==> config.mk <==
export PLATFORM = sky130hd
export DESIGN_NAME = ctr_gen_top
export DESIGN_NICKNAME = d
export VERILOG_FILES = /design/src/verilog/ctr_pkg.sv /design/src/verilog/ctr_gen_top.sv /design/src/verilog/ctr_blk_out.sv /design/src/verilog/ctr_slice_fsm.sv /design/src/verilog/ctr_reg.sv
export SDC_FILE = /design/constraint.sdc
export NUM_CORES = 1
export LEC_CHECK = 0
export ABC_AREA = 1
export BUFFER_PORTS_ARGS = -buffer_cell sky130_fd_sc_hd__clkbuf_2
export CORE_UTILIZATION = 35
export CTS_CLUSTER_DIAMETER = 50
export DETAILED_ROUTE_END_ITERATION = 10
export MAX_ROUTING_LAYER = met4
export PLACE_DENSITY_LB_ADDON = 0.12
export SLEW_MARGIN = 20
export SYNTH_ARGS = -nofsm -noshare
export SYNTH_HDL_FRONTEND = slang
export SYNTH_SLANG_ARGS = --single-unit
==> constraint.sdc <==
create_clock -name clk_i -period 14.5 [get_ports clk_i]
set_input_delay 1.45 -clock clk_i [delete_from_list [all_inputs] [get_ports clk_i]]
set_output_delay 1.45 -clock clk_i [all_outputs]
set_load 0.03 [all_outputs]
==> src/verilog/ctr_pkg.sv <==
// Shared definitions for the CTR mode counter-block generator
// Counter and slice widths, vector typedefs and the increment FSM state encoding
// Modules import this package and take their widths from the top-level parameters

`default_nettype none

package ctr_pkg;

  //////////////////////////////
  // Widths
  //////////////////////////////

  // Full counter width
  localparam int unsigned CtrWidth = 128;

  // Bits incremented per cycle, must divide CtrWidth
  localparam int unsigned SliceWidth = 32;

  // Derived slice count and slice index width
  localparam int unsigned NumSlices     = CtrWidth / SliceWidth;
  localparam int unsigned SliceIdxWidth = $clog2(NumSlices);

  //////////////////////////////
  // Vector types
  //////////////////////////////

  // Full counter value
  typedef logic [CtrWidth-1:0] ctr_t;

  // One counter slice
  typedef logic [SliceWidth-1:0] slice_t;

  // Index of a slice within the counter
  typedef logic [SliceIdxWidth-1:0] slice_idx_t;

  //////////////////////////////
  // FSM states
  //////////////////////////////

  // Slice increment FSM
  // 2'b11 is unused and treated as an error
  typedef enum logic [1:0] {
    CTR_IDLE  = 2'b00,
    CTR_INCR  = 2'b01,
    CTR_ERROR = 2'b10
  } ctr_e;

endpackage

`default_nettype wire
==> src/verilog/ctr_gen_top.sv <==
// Top level of the CTR mode counter-block generator
// Load an IV, then blocks IV, IV+1, ... stream out on the valid/ready block port
// fatal_err_i locks the generator with alert_o high until reset

`timescale 1ns/1ns
`default_nettype none

module ctr_gen_top #(
  parameter int unsigned CtrWidth   = ctr_pkg::CtrWidth,
  parameter int unsigned SliceWidth = ctr_pkg::SliceWidth
) (
  input  wire logic          clk_i,
  input  wire logic          rst_ni,

  // IV load
  input  wire logic          iv_valid_i,
  input  wire ctr_pkg::ctr_t iv_i,
  output      logic          iv_ready_o,

  // Counter blocks
  output      logic          blk_valid_o,
  output      ctr_pkg::ctr_t blk_o,
  input  wire logic          blk_ready_i,

  // Error and alert
  input  wire logic          fatal_err_i,
  output      logic          alert_o
);

  import ctr_pkg::*;

  // Counter register to output stage and FSM
  ctr_t       ctr_value;
  slice_t     slice_rd;

  // FSM write-back
  slice_idx_t slice_idx;
  slice_t     slice_wr;
  logic       slice_we;

  // Stage handshakes
  logic       incr;
  logic       incr_ready;
  logic       blk_empty;
  logic       alert;
  logic       iv_ready;
  logic       iv_load;

  // IV only while nothing is in flight
  assign iv_ready   = incr_ready & blk_empty & ~alert;
  assign iv_load    = iv_valid_i & iv_ready;
  assign iv_ready_o = iv_ready;
  assign alert_o    = alert;

  ctr_reg #(
    .CtrWidth   (CtrWidth),
    .SliceWidth (SliceWidth)
  ) u_reg (
    .clk_i       (clk_i),
    .rst_ni      (rst_ni),
    .iv_valid_i  (iv_valid_i),
    .iv_ready_i  (iv_ready),
    .iv_i        (iv_i),
    .slice_idx_i (slice_idx),
    .slice_i     (slice_wr),
    .slice_we_i  (slice_we),
    .slice_o     (slice_rd),
    .ctr_o       (ctr_value)
  );

  ctr_slice_fsm #(
    .CtrWidth   (CtrWidth),
    .SliceWidth (SliceWidth)
  ) u_fsm (
    .clk_i       (clk_i),
    .rst_ni      (rst_ni),
    .incr_i      (incr),
    .err_i       (fatal_err_i),
    .ready_o     (incr_ready),
    .alert_o     (alert),
    .slice_idx_o (slice_idx),
    .slice_i     (slice_rd),
    .slice_o     (slice_wr),
    .slice_we_o  (slice_we)
  );

  ctr_blk_out #(
    .CtrWidth (CtrWidth)
  ) u_out (
    .clk_i        (clk_i),
    .rst_ni       (rst_ni),
    .ctr_i        (ctr_value),
    .incr_ready_i (incr_ready),
    .iv_load_i    (iv_load),
    .alert_i      (alert),
    .incr_o       (incr),
    .blk_valid_o  (blk_valid_o),
    .blk_o        (blk_o),
    .blk_ready_i  (blk_ready_i),
    .empty_o      (blk_empty)
  );

endmodule

`default_nettype wire

==> src/verilog/ctr_blk_out.sv <==
// Output stage of the CTR block generator
// Snapshots the counter into a one-entry valid/ready register and asks for an increment
// Captures only after an IV load
// An alert drops the held block and disarms the stage

`timescale 1ns/1ns
`default_nettype none

module ctr_blk_out #(
  parameter int unsigned CtrWidth = ctr_pkg::CtrWidth
) (
  input  wire logic          clk_i,
  input  wire logic          rst_ni,

  // Counter value and FSM handshake
  input  wire ctr_pkg::ctr_t ctr_i,
  input  wire logic          incr_ready_i,
  input  wire logic          iv_load_i,
  input  wire logic          alert_i,
  output      logic          incr_o,

  // Block output
  output      logic          blk_valid_o,
  output      ctr_pkg::ctr_t blk_o,
  input  wire logic          blk_ready_i,
  output      logic          empty_o
);

  // Held block
  logic                blk_valid_q;
  logic [CtrWidth-1:0] blk_q;

  // Capture enable and arming
  logic armed_q;
  logic blk_accept;
  logic capture;

  assign blk_accept = blk_valid_q & blk_ready_i;

  // Capture when armed with room in the register and the FSM idle
  // An IV load in the same cycle takes precedence
  assign capture = armed_q & incr_ready_i & (~blk_valid_q | blk_accept) & ~iv_load_i;

  // Increment request goes out with the capture
  assign incr_o = capture;

  //////////////////////////////
  // Control
  //////////////////////////////

  always_ff @(posedge clk_i or negedge rst_ni) begin
    if (!rst_ni) begin
      blk_valid_q <= 1'b0;
      armed_q     <= 1'b0;
    end else if (alert_i) begin
      blk_valid_q <= 1'b0;
      armed_q     <= 1'b0;
    end else begin
      if (iv_load_i) begin
        armed_q <= 1'b1;
      end
      if (capture) begin
        blk_valid_q <= 1'b1;
      end else if (blk_accept) begin
        blk_valid_q <= 1'b0;
      end
    end
  end

  // Block payload
  always_ff @(posedge clk_i) begin
    if (capture) begin
      blk_q <= ctr_i;
    end
  end

  // Held block disappears as soon as the alert is up
  assign blk_valid_o = blk_valid_q & ~alert_i;
  assign blk_o       = blk_q;
  assign empty_o     = ~blk_valid_q;

endmodule

`default_nettype wire

==> src/verilog/ctr_slice_fsm.sv <==
// Slice-wise increment FSM of the CTR block generator
// Adds one to the counter held in ctr_reg, one slice per cycle, lowest slice first
// A fatal error moves it to a terminal state that holds the alert until reset

`timescale 1ns/1ns
`default_nettype none

module ctr_slice_fsm #(
  parameter int unsigned CtrWidth   = ctr_pkg::CtrWidth,
  parameter int unsigned SliceWidth = ctr_pkg::SliceWidth
) (
  input  wire logic                clk_i,
  input  wire logic                rst_ni,

  // Increment request and error input
  input  wire logic                incr_i,
  input  wire logic                err_i,
  output      logic                ready_o,
  output      logic                alert_o,

  // Slice access to the counter register
  output      ctr_pkg::slice_idx_t slice_idx_o,
  input  wire ctr_pkg::slice_t     slice_i,
  output      ctr_pkg::slice_t     slice_o,
  output      logic                slice_we_o
);

  import ctr_pkg::*;

  localparam int unsigned NumSlices     = CtrWidth / SliceWidth;
  localparam int unsigned SliceIdxWidth = $clog2(NumSlices);

  // State and datapath control
  ctr_e                     state_d, state_q;
  logic [SliceIdxWidth-1:0] slice_idx_d, slice_idx_q;
  logic                     carry_d, carry_q;

  // Slice sum with carry-out in the top bit
  logic [SliceWidth:0]      sum;

  //////////////////////////////
  // Slice adder
  //////////////////////////////

  assign sum     = {1'b0, slice_i} + {{SliceWidth{1'b0}}, carry_q};
  assign slice_o = sum[SliceWidth-1:0];

  //////////////////////////////
  // Next state logic
  //////////////////////////////

  always_comb begin
    // Defaults
    ready_o     = 1'b0;
    slice_we_o  = 1'b0;
    alert_o     = 1'b0;
    state_d     = state_q;
    slice_idx_d = slice_idx_q;
    carry_d     = carry_q;

    unique case (state_q)
      CTR_IDLE: begin
        ready_o = 1'b1;
        // Start from the lowest slice with a carry of one
        if (incr_i) begin
          slice_idx_d = '0;
          carry_d     = 1'b1;
          state_d     = CTR_INCR;
        end
      end

      CTR_INCR: begin
        // Write back this slice, carry-out feeds the next one
        slice_we_o  = 1'b1;
        slice_idx_d = slice_idx_q + 1'b1;
        carry_d     = sum[SliceWidth];
        if (slice_idx_q == SliceIdxWidth'(NumSlices - 1)) begin
          state_d = CTR_IDLE;
        end
      end

      // Terminal, left only by reset
      CTR_ERROR: begin
        alert_o = 1'b1;
      end

      // Unused encoding
      default: begin
        alert_o = 1'b1;
        state_d = CTR_ERROR;
      end
    endcase

    // Fatal error overrides everything
    if (err_i) begin
      state_d = CTR_ERROR;
    end
  end

  //////////////////////////////
  // Registers
  //////////////////////////////

  always_ff @(posedge clk_i or negedge rst_ni) begin
    if (!rst_ni) begin
      state_q     <= CTR_IDLE;
      slice_idx_q <= '0;
      carry_q     <= 1'b0;
    end else begin
      state_q     <= state_d;
      slice_idx_q <= slice_idx_d;
      carry_q     <= carry_d;
    end
  end

  assign slice_idx_o = slice_idx_q;

endmodule

`default_nettype wire

==> src/verilog/ctr_reg.sv <==
// Counter register of the CTR block generator
// Loaded with the IV on an IV handshake, updated one slice at a time by the FSM
// Provides the indexed slice to the FSM and the full value to the output stage

`timescale 1ns/1ns
`default_nettype none

module ctr_reg #(
  parameter int unsigned CtrWidth   = ctr_pkg::CtrWidth,
  parameter int unsigned SliceWidth = ctr_pkg::SliceWidth
) (
  input  wire logic                clk_i,
  input  wire logic                rst_ni,

  // IV load handshake
  input  wire logic                iv_valid_i,
  input  wire logic                iv_ready_i,
  input  wire ctr_pkg::ctr_t       iv_i,

  // Slice write-back from the FSM
  input  wire ctr_pkg::slice_idx_t slice_idx_i,
  input  wire ctr_pkg::slice_t     slice_i,
  input  wire logic                slice_we_i,

  // Read ports
  output      ctr_pkg::slice_t     slice_o,
  output      ctr_pkg::ctr_t       ctr_o
);

  // Counter storage
  logic [CtrWidth-1:0] ctr_q;

  // IV handshake
  logic iv_load;

  assign iv_load = iv_valid_i & iv_ready_i;

  //////////////////////////////
  // Counter register
  //////////////////////////////

  // IV load wins over a slice write
  // The two never overlap since IV is only accepted while the FSM is idle
  always_ff @(posedge clk_i or negedge rst_ni) begin
    if (!rst_ni) begin
      ctr_q <= '0;
    end else if (iv_load) begin
      ctr_q <= iv_i;
    end else if (slice_we_i) begin
      ctr_q[slice_idx_i*SliceWidth +: SliceWidth] <= slice_i;
    end
  end

  //////////////////////////////
  // Read side
  //////////////////////////////

  // Indexed slice for the FSM adder
  assign slice_o = ctr_q[slice_idx_i*SliceWidth +: SliceWidth];

  // Full value for the output snapshot
  assign ctr_o = ctr_q;

endmodule

`default_nettype wire

==> out/qor.txt, run 1 <==
Clk pwr share -> 44.2%
DR vias -> 11,072
mux share of post-synthesis cell area -> 0%
Pwr Total -> 2.045 mW
CTS root buf -> clkbuf_16
Die Ht -> 192.3 um
via/cell ratio -> 5.102
syn_area_per_cell -> 8.764 um2
global-route wire length before repair -> 64.05 mm
CTS Hold Bufs -> 0
Final ANT Viol Nets -> 0
syn nets -> 1,585
Adder-Cell Fraction of Synth Area -> 0.5924%
Final Critical Period -> 3.853 ns
distinct cell type count after synthesis -> 35
routed wl met3 -> 2.710 mm
critical path required time -> 14.95 ns
clock skew -> 0.02543 ns
Worst Reg-to-Reg Cells -> 6
Top FF cell, synth -> dfrtp_1
Cell Int Power -> 1.462 mW
worst relative slew slack -> 27.76%
CTS H-tree depth -> 2
Ys Warns -> 0
Clock Latency Late Sink -> 0.52 ns
DP HPWL -> 28.98 mm
largest net degree at the start of global routing -> 70
leakage power -> 7.290 nW
RSZ-0062 raised after global routing -> false
Clock Path Buffers -> 3
WL/cell -> 19.56 um
Fmax achieved -> 0.2595 GHz
Synth area leader -> edfxtp_1
crit path max-delay cell type -> inv_1
Hold Vio Cnt, Final -> 0
kind of end point of the critical path -> register
total gr overflow -> 0
CTS tree -> yes
Initial Util -> 35.63%
layout cell share with drive strength beyond 1 -> 22.00%
Syn-to-layout area delta -> 22.68%
CP peak stage delay -> 1.04 ns
Hold EP -> u_out.blk_o[60]
synth cell count leaders -> 580 x nand2_1, 156 x nand3_1, 135 x dfrtp_1
Top delay family on crit path -> buffers and inverters
Num Clock Sinks -> 263
most common cell in the netlist -> nand2_1
GPL Wtd Cong -> 0.8570
reg-to-reg slack, setup -> 10.65 ns
die width -> 192.3 um
number of synthesized flops with an enable pin -> 128
I/O pins -> 264
vias in the first global route -> 10,680
initial antenna violation count -> 0
crit-path cells -> inv_2, ha_1, nand3_1, inv_1, nand4_1, nand2_1
max_cap viols -> 0
Rows -> 69
DRT iter0 DRCs -> 933
WHS Path Cells -> 0
setup TNS -> 0 ns
fraction of registers with async set/reset -> 51.33%
capturing point of the worst reg2reg path -> u_reg.ctr_o[57]
Port Buf Inserts -> 263
mapped cell area -> 0.01267 mm2
DRT Wirelength -> 42.45 mm
Worst Hold Class -> reg -> reg
Logic pwr share -> 13.7%
Slew @ Worst Pin -> 1.082 ns
# setup viols final -> 0
post-synthesis compound-gate area fraction -> 5.114%
core box area -> 0.03557 mm2
NumNets Final -> 1,823
Psw -> 582.8 uW
DRT met1 WL -> 19.81 mm
register bit total from synthesis -> 263
Power Dens Cells -> 131.5 mW/mm2
top sig layer -> met4
top cells by area, synth -> edfxtp_1 30%, dfrtp_1 27%, nand2_1 17%
ANT cells -> 0
Sw Share -> 28.50%
die area -> 0.03698 mm2
reg-to-reg critical path startpoint -> u_fsm.slice_idx_o[0]
outcome -> completed
Startpoint Class -> register
Mapped Cells -> 1,446
Reg clk slew, reported paths -> 0.06 ns
Resized cells post-CTS -> 0
final period utilization -> 26.58%
total setup buffers inserted after CTS -> 0
drt drc -> 0
Final Max Slew Viols -> 0
Crit Path Max Fanout -> 66
DRT Pass-1 Iters -> 5
Synth Area in XOR/XNOR -> 0.9873%
CTS buffer count -> 35
fill cell count -> 3,584
largest family of logic cells by synthesized area -> simple AND/OR/NAND/NOR gates
Worst EP arrival -> 4.30 ns
share of the synthesized area in the top cell type -> 30.33%
gr usage total -> 23.90%
CP Buf/Inv Count -> 2
Hold Crit Start -> u_reg.ctr_o[60]
Crit Path Category -> reg -> reg
VDD IR max -> 0.06226 mV
post-synthesis sequential area ratio -> 56.98%
part of the power in registers -> 42.1%
Post-Synth Simple-Gate Area -> 30.08%
met2 WL -> 19.13 mm
==> cell families after synthesis <==
| logic type | count (synthesis) |
|---|---|
| compound gates | 89 |
| fa+ha+maj | 6 |
| xor+xnor | 10 |
| simple gates | 893 |
| buf+inv | 185 |
| flops | 263 |
==> worst max path at each step <==
stage,from,to,slack [ns],cells after the start
2_1_floorplan,iv_valid_i,u_out.blk_o[0],5.11,3
3_3_place_gp,iv_valid_i,u_out.blk_o[53],10.67,6
3_5_place_dp,iv_valid_i,u_out.blk_o[52],10.64,6
4_1_cts,u_fsm.slice_idx_o[0],u_reg.ctr_o[12],10.67,9
5_1_grt,u_fsm.slice_idx_o[0],u_reg.ctr_o[52],10.43,6
6_report,u_fsm.slice_idx_o[0],u_reg.ctr_o[57],10.65,6
==> stage by stage <==
| step | hold slack (ns) | cell area [um2] | worst slack (ns) | util (%) | instances |
|---|---|---|---|---|---|
| floorplan | 0.4249 | 12680 | 5.105 | - | 1446 |
| finish | 0.4353 | 15550 | 10.65 | 43.71 | 2170 |
| detailed placement | 0.4392 | 14330 | 10.64 | 40.28 | 2108 |
| global placement | 0.4299 | 14330 | 10.67 | 40.28 | 2108 |
| CTS | 0.4494 | 15550 | 10.67 | 43.71 | 2170 |
| global route | 0.4639 | 15550 | 10.43 | 43.71 | 2170 |
==> power groups by stage <==
| stage | clock (mW) | sequential (mW) | combinational [mW] |
|---|---|---|---|
| after CTS | 0.921 | 0.860 | 0.280 |
| after floorplan | 0 | 0.853 | 0.200 |
| final | 0.905 | 0.860 | 0.280 |
| after global placement | 0 | 0.874 | 0.277 |
| after detailed placement | 0 | 0.874 | 0.278 |
| after global routing | 0.951 | 0.865 | 0.317 |
==> state kept, by name, indices dropped and copies added (netlist names) <==
name and cells:
u_out.blk_o 128, u_out.blk_valid_q 1, u_fsm.carry_q 1, u_reg.ctr_o 128, u_fsm.state_q 2, u_out.armed_q 1
u_fsm.slice_idx_o 2
==> cells in the final DEF (no fill, tap or decap), types with 8 or more instances in the layout <==
| cell | netlist | routed |
|---|---|---|
| nand2_2 | 9 | 9 |
| buf_4 | 6 | 16 |
| nor2_2 | 7 | 8 |
| inv_1 | 101 | 97 |
| nand3_1 | 156 | 156 |
| clkbuf_2 | 0 | 262 |
| edfxtp_1 | 128 | 128 |
| nand4_1 | 56 | 56 |
| nor2_1 | 66 | 65 |
| dfrtp_1 | 135 | 133 |
| a22o_1 | 33 | 33 |
| clkbuf_16 | 0 | 37 |
| o21ai_0 | 21 | 21 |
| o211ai_1 | 25 | 25 |
| nand2_1 | 580 | 580 |
==> per-layer routing <==
layer	global-route usage, %	up-vias
li1	-	5256
met1	34.56	5316
met2	35.42	437
met3	3.019	63
met4	5.996	0
met5	-	-
==> cell type report <==
| class | count | area (um2) | share of cell area (%) |
|---|---|---|---|
| clock inverter | 19 | 260.3 | 1.674 |
| tap | 461 | 576.8 | 3.710 |
| clock buffer | 43 | 958.4 | 6.164 |
| timing repair buffer | 279 | 1443 | 9.279 |
| multi-input combinational | 998 | 4678 | 30.09 |
| inverter | 107 | 404.1 | 2.599 |
| sequential | 263 | 7227 | 46.48 |
No activity file was read; power rests on OpenSTA's default activity.
==> run 2: changes to the inputs <==
Settings changed: ABC_AREA 1 to 0.
Clock period 14.5 ns to 3.6 ns, I/O delays scaled along.
==> run 2 against run 1 <==
Sequential share of layout area rose by 6.3 points. Synthesized cell count decreased by 48%. Power rose to 3.6 times the previous value. Worst setup slack lost 10 ns. Largest power group is now sequential cells.
==> out/qor.txt, run 2 <==
GPL Wtd Cong -> 0.7842 (-8.5%)
Cell Int Power -> 5.507 mW (+280%)
critical path required time -> 4.01 ns (-10.94 ns)
total gr overflow -> 0 (unchanged)
syn_area_per_cell -> 14.41 um2 (+64%)
Initial Util -> 35.98% (+0.35 points)
number of synthesized flops with an enable pin -> 128 (unchanged)
most common cell after layout, fill and taps aside -> clkbuf_2
syn nets -> 887 (-44%)
CTS H-tree depth -> 1 (-1)
crit-path cells -> mux4_2, ha_1, nand4_1, or2_0, nor4b_2, xnor2_1, o21ai_0
fill cell count -> 2,770 (-23%)
I/O pins -> 264 (unchanged)
Rows -> 63 (-8.7%)
top cells by area, synth -> edfxtp_1 36%, dfrtp_1 31%, a22oi_1 8.9%
Num Clock Sinks -> 263 (unchanged)
Final Critical Period -> 3.127 ns (-0.7268 ns)
Crit Path Category -> reg -> reg
Hold Vio Cnt, Final -> 0 (unchanged)
grt met3 use -> 4.135% (+1.1 points)
clock skew -> 0.01513 ns (-0.01031 ns)
global-route wire length before repair -> 49.44 mm (-23%)
Final ANT Viol Nets -> 0 (unchanged)
leakage power -> 5.674 nW (-22%)
Clock Path Buffers -> 3 (unchanged)
Worst EP arrival -> 3.54 ns (-0.76 ns)
synth cell count leaders -> 135 x dfrtp_1, 128 x a22oi_1, 128 x edfxtp_1
CTS root buf -> clkbuf_16
Port Buf Inserts -> 263 (unchanged)
routing usage on met1 -> 31.27% (-3.3 points)
fraction of registers with async set/reset -> 51.33% (unchanged)
outcome -> completed
capturing point of the worst reg2reg path -> u_reg.ctr_o[90]
CTS tree -> yes
die area -> 0.03150 mm2 (-15%)
Synth area leader -> edfxtp_1
DRT Pass-1 Iters -> 5 (unchanged)
via/cell ratio -> 5.531 (+8.4%)
core box area -> 0.02995 mm2 (-16%)
Syn-to-layout area delta -> 27.08%
RSZ-0062 raised after global routing -> false
Mapped Cells -> 748 (-48%)
kind of end point of the critical path -> register
max_cap viols -> 0 (unchanged)
Logic pwr share -> 11.2% (-2.5 points)
setup TNS -> 0 ns (unchanged)
register bit total from synthesis -> 263 (unchanged)
vias in the first global route -> 7,776 (-27%)
initial antenna violation count -> 2 (+2)
Ys Warns -> 0 (unchanged)
Hold EP -> u_fsm.state_q[1]
post-synthesis sequential area ratio -> 67.01% (+10 points)
Hold Crit Start -> fatal_err_i
Die Ht -> 177.5 um (-7.7%)
total setup buffers inserted after CTS -> 0 (unchanged)
share of the synthesized area in the top cell type -> 35.66% (+5.3 points)
gr usage total -> 21.78% (-2.1 points)
GR peak layer -> met2
Fmax achieved -> 0.3198 GHz (+23%)
Psw -> 1.887 mW (+220%)
WHS Path Cells -> 2 (+2)
part of the power in registers -> 47.9% (+5.8 points)
VDD IR max -> 0.3250 mV (+420%)
Clock Latency Late Sink -> 0.55 ns (+0.03 ns)
# setup viols final -> 0 (unchanged)
Slew @ Worst Pin -> 0.9198 ns (-0.1627 ns)
Sw Share -> 25.52% (-3.0 points)
CP peak stage delay -> 0.74 ns (-0.30 ns)
WL/cell -> 23.34 um (+19%)
mapped cell area -> 0.01078 mm2 (-15%)
Crit Path Max Fanout -> 11 (-83%)
die width -> 177.5 um (-7.7%)
crit path max-delay cell type -> or2_0
layout cell share with drive strength beyond 1 -> 37.05% (+15 points)
drt drc -> 0 (unchanged)
Worst Reg-to-Reg Cells -> 7 (+1)
pre-CTS setup slack -> 0.4807 ns (-10.16 ns)
Startpoint Class -> register
final period utilization -> 86.85% (+60 points)
DRT Wirelength -> 33.40 mm (-21%)
Reg clk slew, reported paths -> 0.06 ns (about the same)
met2 Track Usage GR -> 32.03% (-3.4 points)
CTS buffer count -> 30 (-14%)
Final Max Slew Viols -> 0 (unchanged)
most common cell in the netlist -> dfrtp_1
Power Dens Cells -> 539.9 mW/mm2 (+310%)
reg-to-reg slack, setup -> 0.47 ns (-10.17 ns)
worst relative slew slack -> 38.68% (+11 points)
DP HPWL -> 22.68 mm (-22%)
distinct cell type count after synthesis -> 40 (+14%)
DR vias -> 7,915 (-29%)
Top FF cell, synth -> dfrtp_1
commonest cells after routing, fill and taps aside -> 262 x clkbuf_2, 133 x dfrtp_1, 128 x a22oi_1, 128 x edfxtp_1, 118 x o21ai_0
reg-to-reg critical path startpoint -> u_fsm.slice_idx_o[0]
Worst Hold Class -> in -> reg
DRT iter0 DRCs -> 716 (-23%)
Clk pwr share -> 40.8% (-3.4 points)
largest net degree at the start of global routing -> 85 (+21%)
NumNets Final -> 1,154 (-37%)
post-route setup slack -> 0.4734 ns (-10.17 ns)
run 2: changes by cell type in the layout (fill, tap and decap cells not counted), sizes merged, moves of 14 or more:
cell,before,now
nand2,589,13
nand3,160,15
a22oi,0,128
o21ai,23,130
inv,109,12
nor2,77,8
nand4,56,10
a22o,33,0
mux4,0,32
o211ai,25,0
xnor2,1,15
run 2: final cells by class:
type | count | area, um2 | area share (%)
flip-flops and latches | 263 | 7224 | 52.75
diodes | 2 | 5.005 | 0.03654
repair buffers | 287 | 1605 | 11.72
clock buffers | 38 | 822.0 | 6.002
inverters | 8 | 33.78 | 0.2466
clock inverters | 18 | 161.4 | 1.178
multi-input cells | 425 | 3357 | 24.51
well taps | 390 | 488.0 | 3.563
run 2: repair_timing:
item / CTS / global route
resized for setup: 0 / 0
hold buffers: 1 / 0
hold endpoints to repair: 83 / 0
run 2: power groups by stage:
stage / Clock, mW / Sequential (mW) / Combinational [mW]
after floorplan: 0 / 3.51 / 0.558
after global placement: 0 / 3.61 / 0.832
after detailed placement: 0 / 3.60 / 0.831
after CTS: 3.07 / 3.54 / 0.839
after global routing: 3.20 / 3.57 / 0.925
final: 3.02 / 3.54 / 0.830
run 2: worst max-delay path: cells and delay by family (launching register included):
kind | cells | cell delay (ns)
compound gates | 1 | 0.16
xor+xnor | 1 | 0.33
fa+ha+maj | 1 | 0.23
flops | 1 | 0.59
mux | 1 | 0.58
simple gates | 3 | 1.09
run 2: cell families after synthesis:
group | synth area share [%]
xor gates and xnor gates | 2.519
and+or+nand+nor | 5.015
DFF | 67.01
muxes | 6.873
adders and majority gates | 0.6965
AOI/OAI and AO/OA | 15.44
buffers and inverters | 2.449
run 2: stage by stage:
stage | cell area, um2 | hold slack, ns | power, mW | instances | utilization [%]
6_report | 13700 | 0.03211 | 7.395 | 1431 | 45.73
5_1_grt | 13700 | 0.02888 | 7.698 | 1431 | 45.73
4_1_cts | 13690 | 0.01327 | 7.456 | 1429 | 45.71
3_5_place_dp | 12700 | 0.4585 | 4.429 | 1372 | 42.39
3_3_place_gp | 12700 | 0.4607 | 4.439 | 1372 | 42.39
2_1_floorplan | 10780 | 0.06441 | 4.064 | 748 | -
run 2: routing by layer:
layer / vias up / share of wire [%] / wire length (um)
met5: - / 0 / 0
met4: 0 / 1.6 / 533
met3: 42 / 7.9 / 2645
met2: 378 / 45 / 14930
met1: 3999 / 46 / 15300
li1: 3496 / - / -
run 2: worst max path at each step:
stage	startpoint	to	slack, ns	cells after the start
floorplan	u_fsm.state_q[1]	u_fsm.slice_idx_o[1]	0.43	5
global placement	u_fsm.slice_idx_o[0]	u_reg.ctr_o[24]	0.52	7
detailed placement	u_fsm.slice_idx_o[0]	u_reg.ctr_o[56]	0.48	7
CTS	u_fsm.slice_idx_o[0]	u_reg.ctr_o[56]	0.47	7
global route	u_fsm.slice_idx_o[0]	u_reg.ctr_o[56]	0.26	7
finish	u_fsm.slice_idx_o[0]	u_reg.ctr_o[90]	0.47	7
